==> config.mk <==
export PLATFORM = sky130hd
export DESIGN_NAME = rs_ls_top
export DESIGN_NICKNAME = d
export VERILOG_FILES = /design/src/rs_cfg_pkg.sv /design/src/ls_inst_pkg.sv /design/src/rs_dispatch_in.sv /design/src/rs_entry_store.sv /design/src/rs_issue_out.sv /design/src/rs_ls_top.sv
export SDC_FILE = /design/constraint.sdc
export NUM_CORES = 2
export LEC_CHECK = 0
export ABC_AREA = 0
export BUFFER_PORTS_ARGS = -buffer_cell sky130_fd_sc_hd__buf_2
export CAP_MARGIN = 20
export CORE_MARGIN = 2
export CORE_UTILIZATION = 50
export CTS_CLUSTER_DIAMETER = 60
export CTS_CLUSTER_SIZE = 20
export DETAILED_ROUTE_END_ITERATION = 10
export PLACE_DENSITY_LB_ADDON = 0.08
export SLEW_MARGIN = 10
export SYNTH_ARGS = -nofsm -noshare
export SYNTH_HDL_FRONTEND = slang
export SYNTH_SLANG_ARGS = --single-unit
export TNS_END_PERCENT = 5
==> constraint.sdc <==
create_clock -name clk -period 12.3 [get_ports clk]
set_input_delay 1.845 -clock clk [delete_from_list [all_inputs] [get_ports clk]]
set_output_delay 1.845 -clock clk [all_outputs]
set_load 0.05 [all_outputs]
==> src/rs_cfg_pkg.sv <==
`default_nettype none

package rs_cfg_pkg;

    localparam int RS_DEPTH     = 16;
    localparam int RS_IDX_W     = 4;   // log2 of RS_DEPTH
    localparam int ISSUE_WINDOW = 4;   // entries from head seen by select
    localparam int TAG_W        = 8;   // physical register tag
    localparam int NUM_WB       = 3;   // result broadcast ports

    // four-phase req/ack sequencing on the dispatch and issue sides
    typedef enum logic [1:0] {
        HS_IDLE    = 2'd0,
        HS_ACTIVE  = 2'd1,   // req and ack both high
        HS_RELEASE = 2'd2    // waiting for the other side to drop
    } hs_state_e;

endpackage

`default_nettype wire

==> src/ls_inst_pkg.sv <==
`default_nettype none

package ls_inst_pkg;

    localparam int INST_NUM_W = 16;
    localparam int IMM_W      = 12;

    typedef enum logic {
        LS_LOAD  = 1'b0,
        LS_STORE = 1'b1
    } ls_op_e;

    // encodings follow funct3 of the RV32I load/store group
    typedef enum logic [2:0] {
        LS_BYTE   = 3'b000,
        LS_HALF   = 3'b001,
        LS_WORD   = 3'b010,
        LS_BYTE_U = 3'b100,
        LS_HALF_U = 3'b101
    } ls_size_e;

endpackage

`default_nettype wire

==> src/rs_dispatch_in.sv <==
`default_nettype none

module rs_dispatch_in (
    input  logic                                                  clk,
    input  logic                                                  rst_n,
    input  logic                                                  disp_req,
    input  logic [ls_inst_pkg::INST_NUM_W-1:0]                    disp_inst_num,
    input  logic [rs_cfg_pkg::TAG_W-1:0]                          disp_rd,
    input  ls_inst_pkg::ls_op_e                                   disp_op,
    input  ls_inst_pkg::ls_size_e                                 disp_size,
    input  logic [ls_inst_pkg::IMM_W-1:0]                         disp_imm,
    input  logic [rs_cfg_pkg::TAG_W-1:0]                          disp_src1,
    input  logic [rs_cfg_pkg::TAG_W-1:0]                          disp_src2,
    input  logic                                                  disp_src1_rdy,
    input  logic                                                  disp_src2_rdy,
    input  logic                                                  full,
    input  logic [rs_cfg_pkg::NUM_WB-1:0]                         wb_valid,
    input  logic [rs_cfg_pkg::NUM_WB-1:0][rs_cfg_pkg::TAG_W-1:0]  wb_tag,
    output logic                                                  disp_ack,
    output logic                                                  ent_wr,
    output logic [ls_inst_pkg::INST_NUM_W-1:0]                    ent_inst_num,
    output logic [rs_cfg_pkg::TAG_W-1:0]                          ent_rd,
    output ls_inst_pkg::ls_op_e                                   ent_op,
    output ls_inst_pkg::ls_size_e                                 ent_size,
    output logic [ls_inst_pkg::IMM_W-1:0]                         ent_imm,
    output logic [rs_cfg_pkg::TAG_W-1:0]                          ent_src1,
    output logic [rs_cfg_pkg::TAG_W-1:0]                          ent_src2,
    output logic                                                  ent_src1_rdy,
    output logic                                                  ent_src2_rdy
);

    rs_cfg_pkg::hs_state_e state_q;
    logic                  src1_hit;
    logic                  src2_hit;

    // a result landing in the accept cycle would be missed by the store
    always_comb begin
        src1_hit = 1'b0;
        src2_hit = 1'b0;
        for (int p = 0; p < rs_cfg_pkg::NUM_WB; p++) begin
            src1_hit |= wb_valid[p] && (wb_tag[p] == disp_src1);
            src2_hit |= wb_valid[p] && (wb_tag[p] == disp_src2);
        end
    end

    assign ent_wr   = (state_q == rs_cfg_pkg::HS_IDLE) && disp_req && !full;
    assign disp_ack = (state_q == rs_cfg_pkg::HS_ACTIVE);

    assign ent_inst_num = disp_inst_num;   // upstream holds fields while req is high
    assign ent_rd       = disp_rd;
    assign ent_op       = disp_op;
    assign ent_size     = disp_size;
    assign ent_imm      = disp_imm;
    assign ent_src1     = disp_src1;
    assign ent_src2     = disp_src2;
    assign ent_src1_rdy = disp_src1_rdy || src1_hit;
    assign ent_src2_rdy = disp_src2_rdy || src2_hit;

    always_ff @(posedge clk or negedge rst_n) begin
        if (!rst_n) begin
            state_q <= rs_cfg_pkg::HS_IDLE;
        end else begin
            case (state_q)
                rs_cfg_pkg::HS_IDLE: begin
                    if (ent_wr) begin
                        state_q <= rs_cfg_pkg::HS_ACTIVE;
                    end
                end
                rs_cfg_pkg::HS_ACTIVE: begin
                    if (!disp_req) begin
                        state_q <= rs_cfg_pkg::HS_RELEASE;   // ack drops here
                    end
                end
                default: state_q <= rs_cfg_pkg::HS_IDLE;
            endcase
        end
    end

endmodule

`default_nettype wire

==> src/rs_entry_store.sv <==
`default_nettype none

module rs_entry_store (
    input  logic                                                  clk,
    input  logic                                                  rst_n,
    input  logic                                                  flush,
    input  logic                                                  ent_wr,
    input  logic [ls_inst_pkg::INST_NUM_W-1:0]                    ent_inst_num,
    input  logic [rs_cfg_pkg::TAG_W-1:0]                          ent_rd,
    input  ls_inst_pkg::ls_op_e                                   ent_op,
    input  ls_inst_pkg::ls_size_e                                 ent_size,
    input  logic [ls_inst_pkg::IMM_W-1:0]                         ent_imm,
    input  logic [rs_cfg_pkg::TAG_W-1:0]                          ent_src1,
    input  logic [rs_cfg_pkg::TAG_W-1:0]                          ent_src2,
    input  logic                                                  ent_src1_rdy,
    input  logic                                                  ent_src2_rdy,
    input  logic [rs_cfg_pkg::NUM_WB-1:0]                         wb_valid,
    input  logic [rs_cfg_pkg::NUM_WB-1:0][rs_cfg_pkg::TAG_W-1:0]  wb_tag,
    input  logic                                                  out_ready,
    output logic                                                  full,
    output logic                                                  sel_valid,
    output logic [ls_inst_pkg::INST_NUM_W-1:0]                    sel_inst_num,
    output logic [rs_cfg_pkg::TAG_W-1:0]                          sel_rd,
    output ls_inst_pkg::ls_op_e                                   sel_op,
    output ls_inst_pkg::ls_size_e                                 sel_size,
    output logic [ls_inst_pkg::IMM_W-1:0]                         sel_imm,
    output logic [rs_cfg_pkg::TAG_W-1:0]                          sel_src1,
    output logic [rs_cfg_pkg::TAG_W-1:0]                          sel_src2
);

    // payload
    logic [ls_inst_pkg::INST_NUM_W-1:0] inst_num_q [rs_cfg_pkg::RS_DEPTH];
    logic [rs_cfg_pkg::TAG_W-1:0]       rd_q       [rs_cfg_pkg::RS_DEPTH];
    ls_inst_pkg::ls_op_e                op_q       [rs_cfg_pkg::RS_DEPTH];
    ls_inst_pkg::ls_size_e              size_q     [rs_cfg_pkg::RS_DEPTH];
    logic [ls_inst_pkg::IMM_W-1:0]      imm_q      [rs_cfg_pkg::RS_DEPTH];
    logic [rs_cfg_pkg::TAG_W-1:0]       src1_q     [rs_cfg_pkg::RS_DEPTH];
    logic [rs_cfg_pkg::TAG_W-1:0]       src2_q     [rs_cfg_pkg::RS_DEPTH];

    logic [rs_cfg_pkg::RS_DEPTH-1:0]    valid_q;
    logic [rs_cfg_pkg::RS_DEPTH-1:0]    rdy1_q;
    logic [rs_cfg_pkg::RS_DEPTH-1:0]    rdy2_q;
    logic [rs_cfg_pkg::RS_DEPTH-1:0]    issuable;

    // pointers carry one wrap bit above the index
    logic [rs_cfg_pkg::RS_IDX_W:0]      head_q;
    logic [rs_cfg_pkg::RS_IDX_W:0]      tail_q;
    logic [rs_cfg_pkg::RS_IDX_W:0]      occupancy;
    logic [rs_cfg_pkg::RS_IDX_W-1:0]    head_idx;
    logic [rs_cfg_pkg::RS_IDX_W-1:0]    tail_idx;
    logic [rs_cfg_pkg::RS_IDX_W-1:0]    sel_idx;
    logic                               sel_found;

    assign head_idx  = head_q[rs_cfg_pkg::RS_IDX_W-1:0];
    assign tail_idx  = tail_q[rs_cfg_pkg::RS_IDX_W-1:0];
    assign occupancy = tail_q - head_q;   // modulo the pointer width
    assign full      = occupancy == rs_cfg_pkg::RS_DEPTH;
    assign issuable  = valid_q & rdy1_q & rdy2_q;

    // oldest issuable entry within the window
    always_comb begin
        sel_found = 1'b0;
        sel_idx   = head_idx;
        for (int w = 0; w < rs_cfg_pkg::ISSUE_WINDOW; w++) begin
            logic [rs_cfg_pkg::RS_IDX_W-1:0] idx;
            idx = head_idx + w[rs_cfg_pkg::RS_IDX_W-1:0];
            if (!sel_found && issuable[idx]) begin
                sel_found = 1'b1;
                sel_idx   = idx;
            end
        end
    end

    assign sel_valid    = sel_found && out_ready;
    assign sel_inst_num = inst_num_q[sel_idx];
    assign sel_rd       = rd_q[sel_idx];
    assign sel_op       = op_q[sel_idx];
    assign sel_size     = size_q[sel_idx];
    assign sel_imm      = imm_q[sel_idx];
    assign sel_src1     = src1_q[sel_idx];
    assign sel_src2     = src2_q[sel_idx];

    always_ff @(posedge clk or negedge rst_n) begin
        if (!rst_n) begin
            valid_q <= '0;
            rdy1_q  <= '0;
            rdy2_q  <= '0;
            head_q  <= '0;
            tail_q  <= '0;
        end else if (flush) begin
            valid_q <= '0;   // exception or return drops everything
            rdy1_q  <= '0;
            rdy2_q  <= '0;
            head_q  <= '0;
            tail_q  <= '0;
        end else begin
            for (int i = 0; i < rs_cfg_pkg::RS_DEPTH; i++) begin
                for (int p = 0; p < rs_cfg_pkg::NUM_WB; p++) begin
                    if (wb_valid[p] && src1_q[i] == wb_tag[p]) begin
                        rdy1_q[i] <= 1'b1;
                    end
                    if (wb_valid[p] && src2_q[i] == wb_tag[p]) begin
                        rdy2_q[i] <= 1'b1;
                    end
                end
            end
            if (sel_valid) begin
                valid_q[sel_idx] <= 1'b0;
            end
            // step past one issued slot per cycle
            if (head_q != tail_q && !valid_q[head_idx]) begin
                head_q <= head_q + 1'b1;
            end
            if (ent_wr) begin
                valid_q[tail_idx] <= 1'b1;
                rdy1_q[tail_idx]  <= ent_src1_rdy;   // overrides the wakeup above
                rdy2_q[tail_idx]  <= ent_src2_rdy;
                tail_q            <= tail_q + 1'b1;
            end
        end
    end

    always_ff @(posedge clk) begin
        if (ent_wr) begin
            inst_num_q[tail_idx] <= ent_inst_num;
            rd_q[tail_idx]       <= ent_rd;
            op_q[tail_idx]       <= ent_op;
            size_q[tail_idx]     <= ent_size;
            imm_q[tail_idx]      <= ent_imm;
            src1_q[tail_idx]     <= ent_src1;
            src2_q[tail_idx]     <= ent_src2;
        end
    end

endmodule

`default_nettype wire

==> src/rs_issue_out.sv <==
`default_nettype none

module rs_issue_out (
    input  logic                               clk,
    input  logic                               rst_n,
    input  logic                               sel_valid,
    input  logic [ls_inst_pkg::INST_NUM_W-1:0] sel_inst_num,
    input  logic [rs_cfg_pkg::TAG_W-1:0]       sel_rd,
    input  ls_inst_pkg::ls_op_e                sel_op,
    input  ls_inst_pkg::ls_size_e              sel_size,
    input  logic [ls_inst_pkg::IMM_W-1:0]      sel_imm,
    input  logic [rs_cfg_pkg::TAG_W-1:0]       sel_src1,
    input  logic [rs_cfg_pkg::TAG_W-1:0]       sel_src2,
    input  logic                               iss_ack,
    output logic                               out_ready,
    output logic                               iss_req,
    output logic [ls_inst_pkg::INST_NUM_W-1:0] iss_inst_num,
    output logic [rs_cfg_pkg::TAG_W-1:0]       iss_rd,
    output ls_inst_pkg::ls_op_e                iss_op,
    output ls_inst_pkg::ls_size_e              iss_size,
    output logic [ls_inst_pkg::IMM_W-1:0]      iss_imm,
    output logic [rs_cfg_pkg::TAG_W-1:0]       iss_src1,
    output logic [rs_cfg_pkg::TAG_W-1:0]       iss_src2
);

    rs_cfg_pkg::hs_state_e state_q;

    assign out_ready = (state_q == rs_cfg_pkg::HS_IDLE);   // select stalls otherwise
    assign iss_req   = (state_q == rs_cfg_pkg::HS_ACTIVE);

    always_ff @(posedge clk or negedge rst_n) begin
        if (!rst_n) begin
            state_q <= rs_cfg_pkg::HS_IDLE;
        end else begin
            case (state_q)
                rs_cfg_pkg::HS_IDLE: begin
                    if (sel_valid) begin
                        state_q <= rs_cfg_pkg::HS_ACTIVE;
                    end
                end
                rs_cfg_pkg::HS_ACTIVE: begin
                    if (iss_ack) begin
                        state_q <= rs_cfg_pkg::HS_RELEASE;
                    end
                end
                rs_cfg_pkg::HS_RELEASE: begin
                    if (!iss_ack) begin
                        state_q <= rs_cfg_pkg::HS_IDLE;
                    end
                end
                default: state_q <= rs_cfg_pkg::HS_IDLE;
            endcase
        end
    end

    // captured only in idle, so fields hold for the whole handshake
    always_ff @(posedge clk) begin
        if (out_ready && sel_valid) begin
            iss_inst_num <= sel_inst_num;
            iss_rd       <= sel_rd;
            iss_op       <= sel_op;
            iss_size     <= sel_size;
            iss_imm      <= sel_imm;
            iss_src1     <= sel_src1;
            iss_src2     <= sel_src2;
        end
    end

endmodule

`default_nettype wire

==> src/rs_ls_top.sv <==
`default_nettype none

module rs_ls_top (
    input  logic                                                  clk,
    input  logic                                                  rst_n,
    input  logic                                                  flush,
    input  logic                                                  disp_req,
    output logic                                                  disp_ack,
    input  logic [ls_inst_pkg::INST_NUM_W-1:0]                    disp_inst_num,
    input  logic [rs_cfg_pkg::TAG_W-1:0]                          disp_rd,
    input  ls_inst_pkg::ls_op_e                                   disp_op,
    input  ls_inst_pkg::ls_size_e                                 disp_size,
    input  logic [ls_inst_pkg::IMM_W-1:0]                         disp_imm,
    input  logic [rs_cfg_pkg::TAG_W-1:0]                          disp_src1,
    input  logic [rs_cfg_pkg::TAG_W-1:0]                          disp_src2,
    input  logic                                                  disp_src1_rdy,
    input  logic                                                  disp_src2_rdy,
    input  logic [rs_cfg_pkg::NUM_WB-1:0]                         wb_valid,
    input  logic [rs_cfg_pkg::NUM_WB-1:0][rs_cfg_pkg::TAG_W-1:0]  wb_tag,
    output logic                                                  iss_req,
    input  logic                                                  iss_ack,
    output logic [ls_inst_pkg::INST_NUM_W-1:0]                    iss_inst_num,
    output logic [rs_cfg_pkg::TAG_W-1:0]                          iss_rd,
    output ls_inst_pkg::ls_op_e                                   iss_op,
    output ls_inst_pkg::ls_size_e                                 iss_size,
    output logic [ls_inst_pkg::IMM_W-1:0]                         iss_imm,
    output logic [rs_cfg_pkg::TAG_W-1:0]                          iss_src1,
    output logic [rs_cfg_pkg::TAG_W-1:0]                          iss_src2
);

    // dispatch side to store
    logic                               ent_wr;
    logic [ls_inst_pkg::INST_NUM_W-1:0] ent_inst_num;
    logic [rs_cfg_pkg::TAG_W-1:0]       ent_rd;
    ls_inst_pkg::ls_op_e                ent_op;
    ls_inst_pkg::ls_size_e              ent_size;
    logic [ls_inst_pkg::IMM_W-1:0]      ent_imm;
    logic [rs_cfg_pkg::TAG_W-1:0]       ent_src1;
    logic [rs_cfg_pkg::TAG_W-1:0]       ent_src2;
    logic                               ent_src1_rdy;
    logic                               ent_src2_rdy;
    logic                               full;

    // store to issue side
    logic                               sel_valid;
    logic [ls_inst_pkg::INST_NUM_W-1:0] sel_inst_num;
    logic [rs_cfg_pkg::TAG_W-1:0]       sel_rd;
    ls_inst_pkg::ls_op_e                sel_op;
    ls_inst_pkg::ls_size_e              sel_size;
    logic [ls_inst_pkg::IMM_W-1:0]      sel_imm;
    logic [rs_cfg_pkg::TAG_W-1:0]       sel_src1;
    logic [rs_cfg_pkg::TAG_W-1:0]       sel_src2;
    logic                               out_ready;

    rs_dispatch_in u_dispatch_in (.*);

    rs_entry_store u_entry_store (.*);

    rs_issue_out u_issue_out (.*);

endmodule

`default_nettype wire

# --- Yosys cells after proc, flatten, opt, wreduce, memory -nomap -nowiden ---
# Memories as Yosys holds them, arrays and structs flattened. A register that Yosys moved wholly into a read port is not among the register bits.
# Index checks and enable logic that the tools add are counted.
classes:
  n_eq_ne: 112
  n_shift: 0
  addsub: 6
  multipliers: 0
  n_div: 0
  muxes: 172
  n_reduce_logical: 125
  n_bitwise: 9
  n_lt_le_gt_ge: 8
ops:
  columns: ["cell", "n"]
  rows:
  - ["$eq A8 B8 Y1", 102]
  - ["$mux W1", 141]
  - ["$mux W16", 8]
  - ["$logic_and A1 B1 Y1", 112]
  - ["$and A16 B16 Y16", 3]
  - ["$bwmux W16", 2]
  - ["$lt A4 B5 Y1 const B", 6]
  - ["$bmux W1 S4", 5]
  - ["$mux W5", 4]
  - ["$not A16 Y16", 1]
  - ["$or A16 B16 Y16", 1]
  - ["$mux W4", 3]
  - ["$add A5 B1 Y5 const B", 2]
  - ["$mux W2", 5]
  - ["$add A4 B2 Y4 const B", 2]
  - ["$demux W1 S4", 2]
  - ["$ge A4 B1 Y1 const B", 2]
  - ["$ne A2 B2 Y1 const B", 3]
  - ["$pmux W2 S3", 1]
  - ["$eq A5 B5 Y1 const B", 1]
  - ["$logic_not A1 Y1", 5]
  - ["$ne A5 B5 Y1", 1]
  - ["$sub A5 B5 Y5", 1]
  - ["$add A4 B1 Y4 const B", 1]
  - ["other kinds (10)", 18]
word_totals:
  rom_bits: 0
  mem_bits_rw: 896
  latchBits: 0
  regBits: 62
  out_inout_bits: 58
  n_memories: 7
mem_list:
  columns: ["memory", "words", "word_bits", "rd", "rd_clocked_by_memory_dff", "wr", "line", "rtl"]
  rows:
  - ["u_entry_store.inst_num_q", 16, 16, 1, 1, 1, "rs_entry_store.sv:32", "logic [ls_inst_pkg::INST_NUM_W-1:0] inst_num_q [rs_cfg_pkg::RS_DEPTH];"]
  - ["u_entry_store.imm_q", 16, 12, 1, 1, 1, "rs_entry_store.sv:36", "logic [ls_inst_pkg::IMM_W-1:0] imm_q [rs_cfg_pkg::RS_DEPTH];"]
  - ["u_entry_store.rd_q", 16, 8, 1, 1, 1, "rs_entry_store.sv:33", "logic [rs_cfg_pkg::TAG_W-1:0] rd_q [rs_cfg_pkg::RS_DEPTH];"]
  - ["u_entry_store.src1_q", 16, 8, 17, 1, 1, "rs_entry_store.sv:37", "logic [rs_cfg_pkg::TAG_W-1:0] src1_q [rs_cfg_pkg::RS_DEPTH];"]
  - ["u_entry_store.src2_q", 16, 8, 17, 1, 1, "rs_entry_store.sv:38", "logic [rs_cfg_pkg::TAG_W-1:0] src2_q [rs_cfg_pkg::RS_DEPTH];"]
  - ["u_entry_store.size_q", 16, 3, 1, 1, 1, "rs_entry_store.sv:35", "ls_inst_pkg::ls_size_e size_q [rs_cfg_pkg::RS_DEPTH];"]
  - ["+1 memories", null, null, null, null, null, null, null]

# --- Logic depth before layout (Yosys ltp) ---
depth:
  ltp_word: 25
  ltp_mapped: 23

# --- Hierarchy ---
# Synthesis repeated with hierarchy kept, for this count alone.
unflattened:
  cells_unflattened: 3073
  hier_area_um2: 48903.2
modules_own_cells:
  columns: ["module", "instances", "area_each_um2", "seq_area_each_um2", "cells_each"]
  rows:
  - ["rs_entry_store", 1, 46088.0, 28357.2, 2878]
  - ["rs_issue_out", 1, 1774.2, 1731.7, 65]
  - ["rs_dispatch_in", 1, 1041.0, 50.0, 130]

# --- Worst setup path before layout ---
# No wires, ideal clock.
synth_timing:
  path_kind: "flip-flop to flip-flop"
  startpoint: "register u_entry_store.head_q[0] in the netlist's numbering"
  endpoint: "register u_entry_store.valid_q[13] in the netlist's numbering"
  path_slack_ps: 3279
  arrival_time_ps: 8885
  stages_incl_launch_ff: 17
  synth_period_minus_slack_ps: 9021
  path_buffers: 6
  setup_time_ps: 136
  cell_sequence: "dfrtp_1 -> buf_2 -> inv_1 -> buf_2 -> buf_1 -> clkbuf_1 -> clkbuf_1 -> clkbuf_1 -> ha_1 -> xnor2_1 -> mux2i_1 -> a221oi_1 -> a22o_1 -> a311oi_1 -> nand2_1 -> o21ai_0 -> a21oi_1"
synth_via:
  elab_chain_cells: 23
  word_cells_on_any_way: 41
synth_lines:
  columns: ["item", "line", "rtl"]
  rows:
  - ["start: declaration", "rs_entry_store.sv:46", "logic [rs_cfg_pkg::RS_IDX_W:0] head_q;"]
  - ["start signal: assignment", "rs_entry_store.sv:112", "head_q <= head_q + 1'b1;"]
  - ["parallel branches: the longest is 21 deep, another holds $lt A4 B5 Y1", null, null]
  - ["$mux W16 (*)", "rs_entry_store.sv:114", "if (ent_wr) begin"]
  - ["$mux W16 (*)", "rs_entry_store.sv:90", "end else if (flush) begin"]
  - ["end signal: assignment", "rs_entry_store.sv:85", "valid_q <= '0;"]
  - ["end signal: assignment", "rs_entry_store.sv:91", "valid_q <= '0;"]
  - ["end signal: indexed assignment", "rs_entry_store.sv:115", "valid_q[tail_idx] <= 1'b1;"]
  - ["end: declaration", "rs_entry_store.sv:40", "logic [rs_cfg_pkg::RS_DEPTH-1:0] valid_q;"]
# Mark *: on every way between the ends. The select of a mux whose other input is x is not followed.
# A chain may end at the register's enable or synchronous reset.

# --- Worst setup path in the final report ---
layout_timing:
  startpoint: "register u_entry_store.head_q[1] in the netlist's numbering"
  endpoint: "register u_issue_out.iss_src1[7] in the netlist's numbering (read register of u_entry_store.src1_q) (data pin)"
layout_via:
  elab_chain_cells: 14
  word_cells_on_any_way: 26
layout_lines:
  columns: ["item", "line", "rtl"]
  rows:
  - ["parallel branches: the longest is 14 deep, another holds $add A4 B1 Y4", null, null]
  - ["end: declaration", "rs_issue_out.sv:22", "output logic [rs_cfg_pkg::TAG_W-1:0] iss_src1,"]
# Parallel ways; which one is timed is not known. The select of a mux whose other input is x is not followed.

==> flow_metrics.env <==
export IMPL_setup_viol=0
export IMPL_r2r_start="u_entry_store.head_q[1]"
export IMPL_io_buffers=147
export IMPL_cp_end_kind="flop"
export IMPL_grt_use_total_pct=36.3
export IMPL_synth_nets=4690
export IMPL_final_util_pct=54.8
export IMPL_clk_latency_ps=720
export IMPL_critPathArrivalTime_ps=8340
export IMPL_path_cells="clkinv_1, ha_4, clkinv_1, nor2_4, buf_4, a221oi_1, a22o_1, a211oi_2, a2bb2oi_1, o21ai_0, and2_4, buf_4, nand2_1, o311a_1"
export IMPL_io_pins=148
export IMPL_coreArea_um2=109000
export IMPL_start_util_pct=50.4
export IMPL_hold_viol=0
export IMPL_min_period_ps=7880
export IMPL_avgSynthCellArea_um2=12.0
export IMPL_row_count=121
export IMPL_cts_max_level=3
export IMPL_rsz0062_at_grt="no"
export IMPL_rr_worst_depth=14
export IMPL_synth_most_common_cell="edfxtp_1"
export IMPL_combPwrFrac_pct=49.3
export IMPL_die_y_um=335
export IMPL_critPathLaunch="u_entry_store.head_q[1]"
export IMPL_clock_power_share_pct=21.1
export IMPL_power_internal_mw=7.93
export IMPL_numCtsBuffers=93
export IMPL_syn_to_final_growth_pct=8.80
export IMPL_gr_total_overflow=0
export IMPL_drive_gt1_share_pct=11.2
export IMPL_fin_setup_tns_ps=0
export IMPL_max_slew_margin_pct=22.7
export IMPL_antenna_found_initial=10
export IMPL_drt_total_wl_um=208000
export IMPL_place_hpwl_um=118000
export IMPL_hp_class="flop to flop"
export IMPL_vias=42600
export IMPL_cap_violations=0
export IMPL_required_ps=12750
export IMPL_synthCells=4588
export IMPL_worstReg2RegEnd="u_issue_out.iss_src1[7]"
export IMPL_cts_setup_buffers=0
export IMPL_wl_per_cell_um=35.1
export IMPL_synth_warning_count=0
export IMPL_clk_pin_slew_worst_paths_ps=80
export IMPL_final_area_um2=59700
export IMPL_syn_area_um2=54900
export IMPL_async_reset_ff_share_pct=6.11
export IMPL_crit_path_max_fanout=47
export IMPL_firstDrtPassIters=9
export IMPL_drc=0
export IMPL_final_period_utilization_pct=64.1
export IMPL_synth_seq_cells=1014
export IMPL_synthDistinctLibCells=84
export IMPL_detail_route_antenna_nets=0
export IMPL_clk_path_buf_depth=3
export IMPL_cp_depth=14
export IMPL_drt_iter0_markers=6874
export IMPL_ctsHoldBuffers=0
export IMPL_cts_sinks=1014
export IMPL_clockRootBuffer="clkbuf_16"
export IMPL_fin_nets=4534
export IMPL_yosys_top_cells_area="edfxtp_1 52%, xor2_1 8.7%, xnor2_1 4.5%"
export IMPL_p_leak_nw=19.4
export IMPL_grt_max_degree=148
export IMPL_fmax_mhz=127
export IMPL_grt_pass1_wl_um=295000
export IMPL_netlist_area_leader_share_pct=52.1
export IMPL_drv_slew=0
export IMPL_slowest_delay_ps=830
export IMPL_n_antenna_cell=0
export IMPL_ir_drop_uv=310
export IMPL_r2r_setup_slack_ps=4420
export IMPL_place_area_um2=56400
export IMPL_p_sw_share_pct=45.9
export IMPL_path_delay_family="compound AO/OA/AOI/OAI gates"
export IMPL_synth_largest_area_cell="edfxtp_1"
export IMPL_cts_resized=0
export IMPL_crit_slowest_cell="nand2_1"
export IMPL_synthTopCellsByCount="952 x edfxtp_1, 548 x xor2_1, 303 x clkbuf_1, 284 x xnor2_1, 224 x nor2_1"
export IMPL_crit_path_end="u_issue_out.iss_src1[7]"
export IMPL_viasPerCell=7.19
export IMPL_p_switching_mw=6.72
export IMPL_cp_buffers_inverters=4
export IMPL_worst_pin_slew_ps=1160
export IMPL_seq_area_frac_synth_pct=54.9
export IMPL_status="complete, no violations"
export IMPL_synth_top_flop_cell="edfxtp_1"
export IMPL_place_congestion=0.994
export IMPL_die_width_um=335
export IMPL_startpoint_type="flop"
export IMPL_dieArea_um2=112000
export IMPL_power_density_nw_per_um2=245
export IMPL_cts_tree="built"
export IMPL_finClkSkew_ps=31.2
export IMPL_synth_edf_count=952
export IMPL_pwr_share_seq_pct=29.6
export IMPL_crit_type="flop to flop"
export IMPL_grt_pass1_vias=40700
-- layout by cell type (no fill, tap or decap), types with 87 or more instances in the layout --
cell / instances
nand2_1: 167
nor2_1: 219
a21oi_1: 161
o21ai_0: 146
xor2_1: 548
clkbuf_16: 95
nand3_1: 110
edfxtp_1: 952
xnor2_1: 284
a22oi_1: 120
buf_4: 87
a222oi_1: 91
a221oi_1: 160
mux2i_1: 125
nor4_1: 159
buf_2: 144
-- worst min-delay path, delay by kind of cell (launching register included) --
kind          cells  cell delay, ps
xor+xnor          1              80
flops             1             380
simple gates      1              70
-- power by group through the flow --
stage	logic, mW	clock network, mW	registers [mW]
final	7.22	3.10	4.33
after detailed placement	7.06	0	4.39
after global placement	7.03	0	4.40
after CTS	7.07	3.12	4.32
after floorplan	4.34	0	4.63
after global routing	7.55	3.25	4.33
-- area by class of cell --
cell class | count | area [um2]
Clock buffer | 97 | 2390
Clock inverter | 76 | 866
Inverter | 63 | 272
Tap cell | 1414 | 1770
Timing Repair Buffer | 236 | 1480
Multi-Input combinational cell | 3024 | 22800
Fill cell | 9010 | 49100
Sequential cell | 1014 | 30100
-- registers in the layout (all words and copies together) (netlist names), 48 cells and up --
| signal | count |
|---|---|
| u_entry_store.imm_q | 192 |
| u_entry_store.rd_q | 128 |
| u_entry_store.src2_q | 128 |
| u_entry_store.size_q | 48 |
| u_entry_store.inst_num_q | 256 |
| u_entry_store.src1_q | 128 |
-- stage by stage --
stage,total power [mW],hold slack [ps],setup slack [ps],instances
global route,15.1,593,4120,5924
finish,14.6,569,4420,5924
CTS,14.5,571,4570,5923
global placement,11.4,542,4700,5749
detailed placement,11.5,556,4640,5750
floorplan,8.98,523,3280,4588
-- metal layers --
layer / up-vias / track usage (%) / share of wire (%)
li1: 17500 / - / -
met2: 3144 / 56.0 / 45
met1: 21400 / 49.2 / 38
met4: 8 / 16.9 / 4.8
met5: - / 0 / 0.026
met3: 610 / 7.43 / 12
-- cells by family (layout without fill, tap and decap cells) --
logic type / count (synthesis) / after routing / synth area share (%)
muxes: 136 / 136 / 2.69
and+or+nand+nor: 814 / 814 / 7.25
xor gates and xnor gates: 833 / 833 / 13.3
AOI/OAI and AO/OA: 1229 / 1229 / 17.6
buffers and inverters: 550 / 472 / 3.94
adders and majority gates: 12 / 12 / 0.274
DFF: 1014 / 1014 / 54.9
-- how the worst min path moves through the flow --
stage / endpoint / cells after the start / slack, ps / from
2_1_floorplan: u_entry_store.head_q[4] / 2 / 520 / u_entry_store.head_q[4]
3_3_place_gp: u_entry_store.head_q[4] / 2 / 540 / u_entry_store.head_q[4]
3_5_place_dp: u_entry_store.head_q[4] / 2 / 560 / u_entry_store.head_q[4]
4_1_cts: u_entry_store.tail_q[4] / 2 / 570 / u_entry_store.tail_q[4]
5_1_grt: u_entry_store.tail_q[4] / 2 / 590 / u_entry_store.tail_q[4]
6_report: u_entry_store.tail_q[4] / 2 / 570 / u_entry_store.tail_q[4]
No activity file was read; power rests on OpenSTA's default activity.
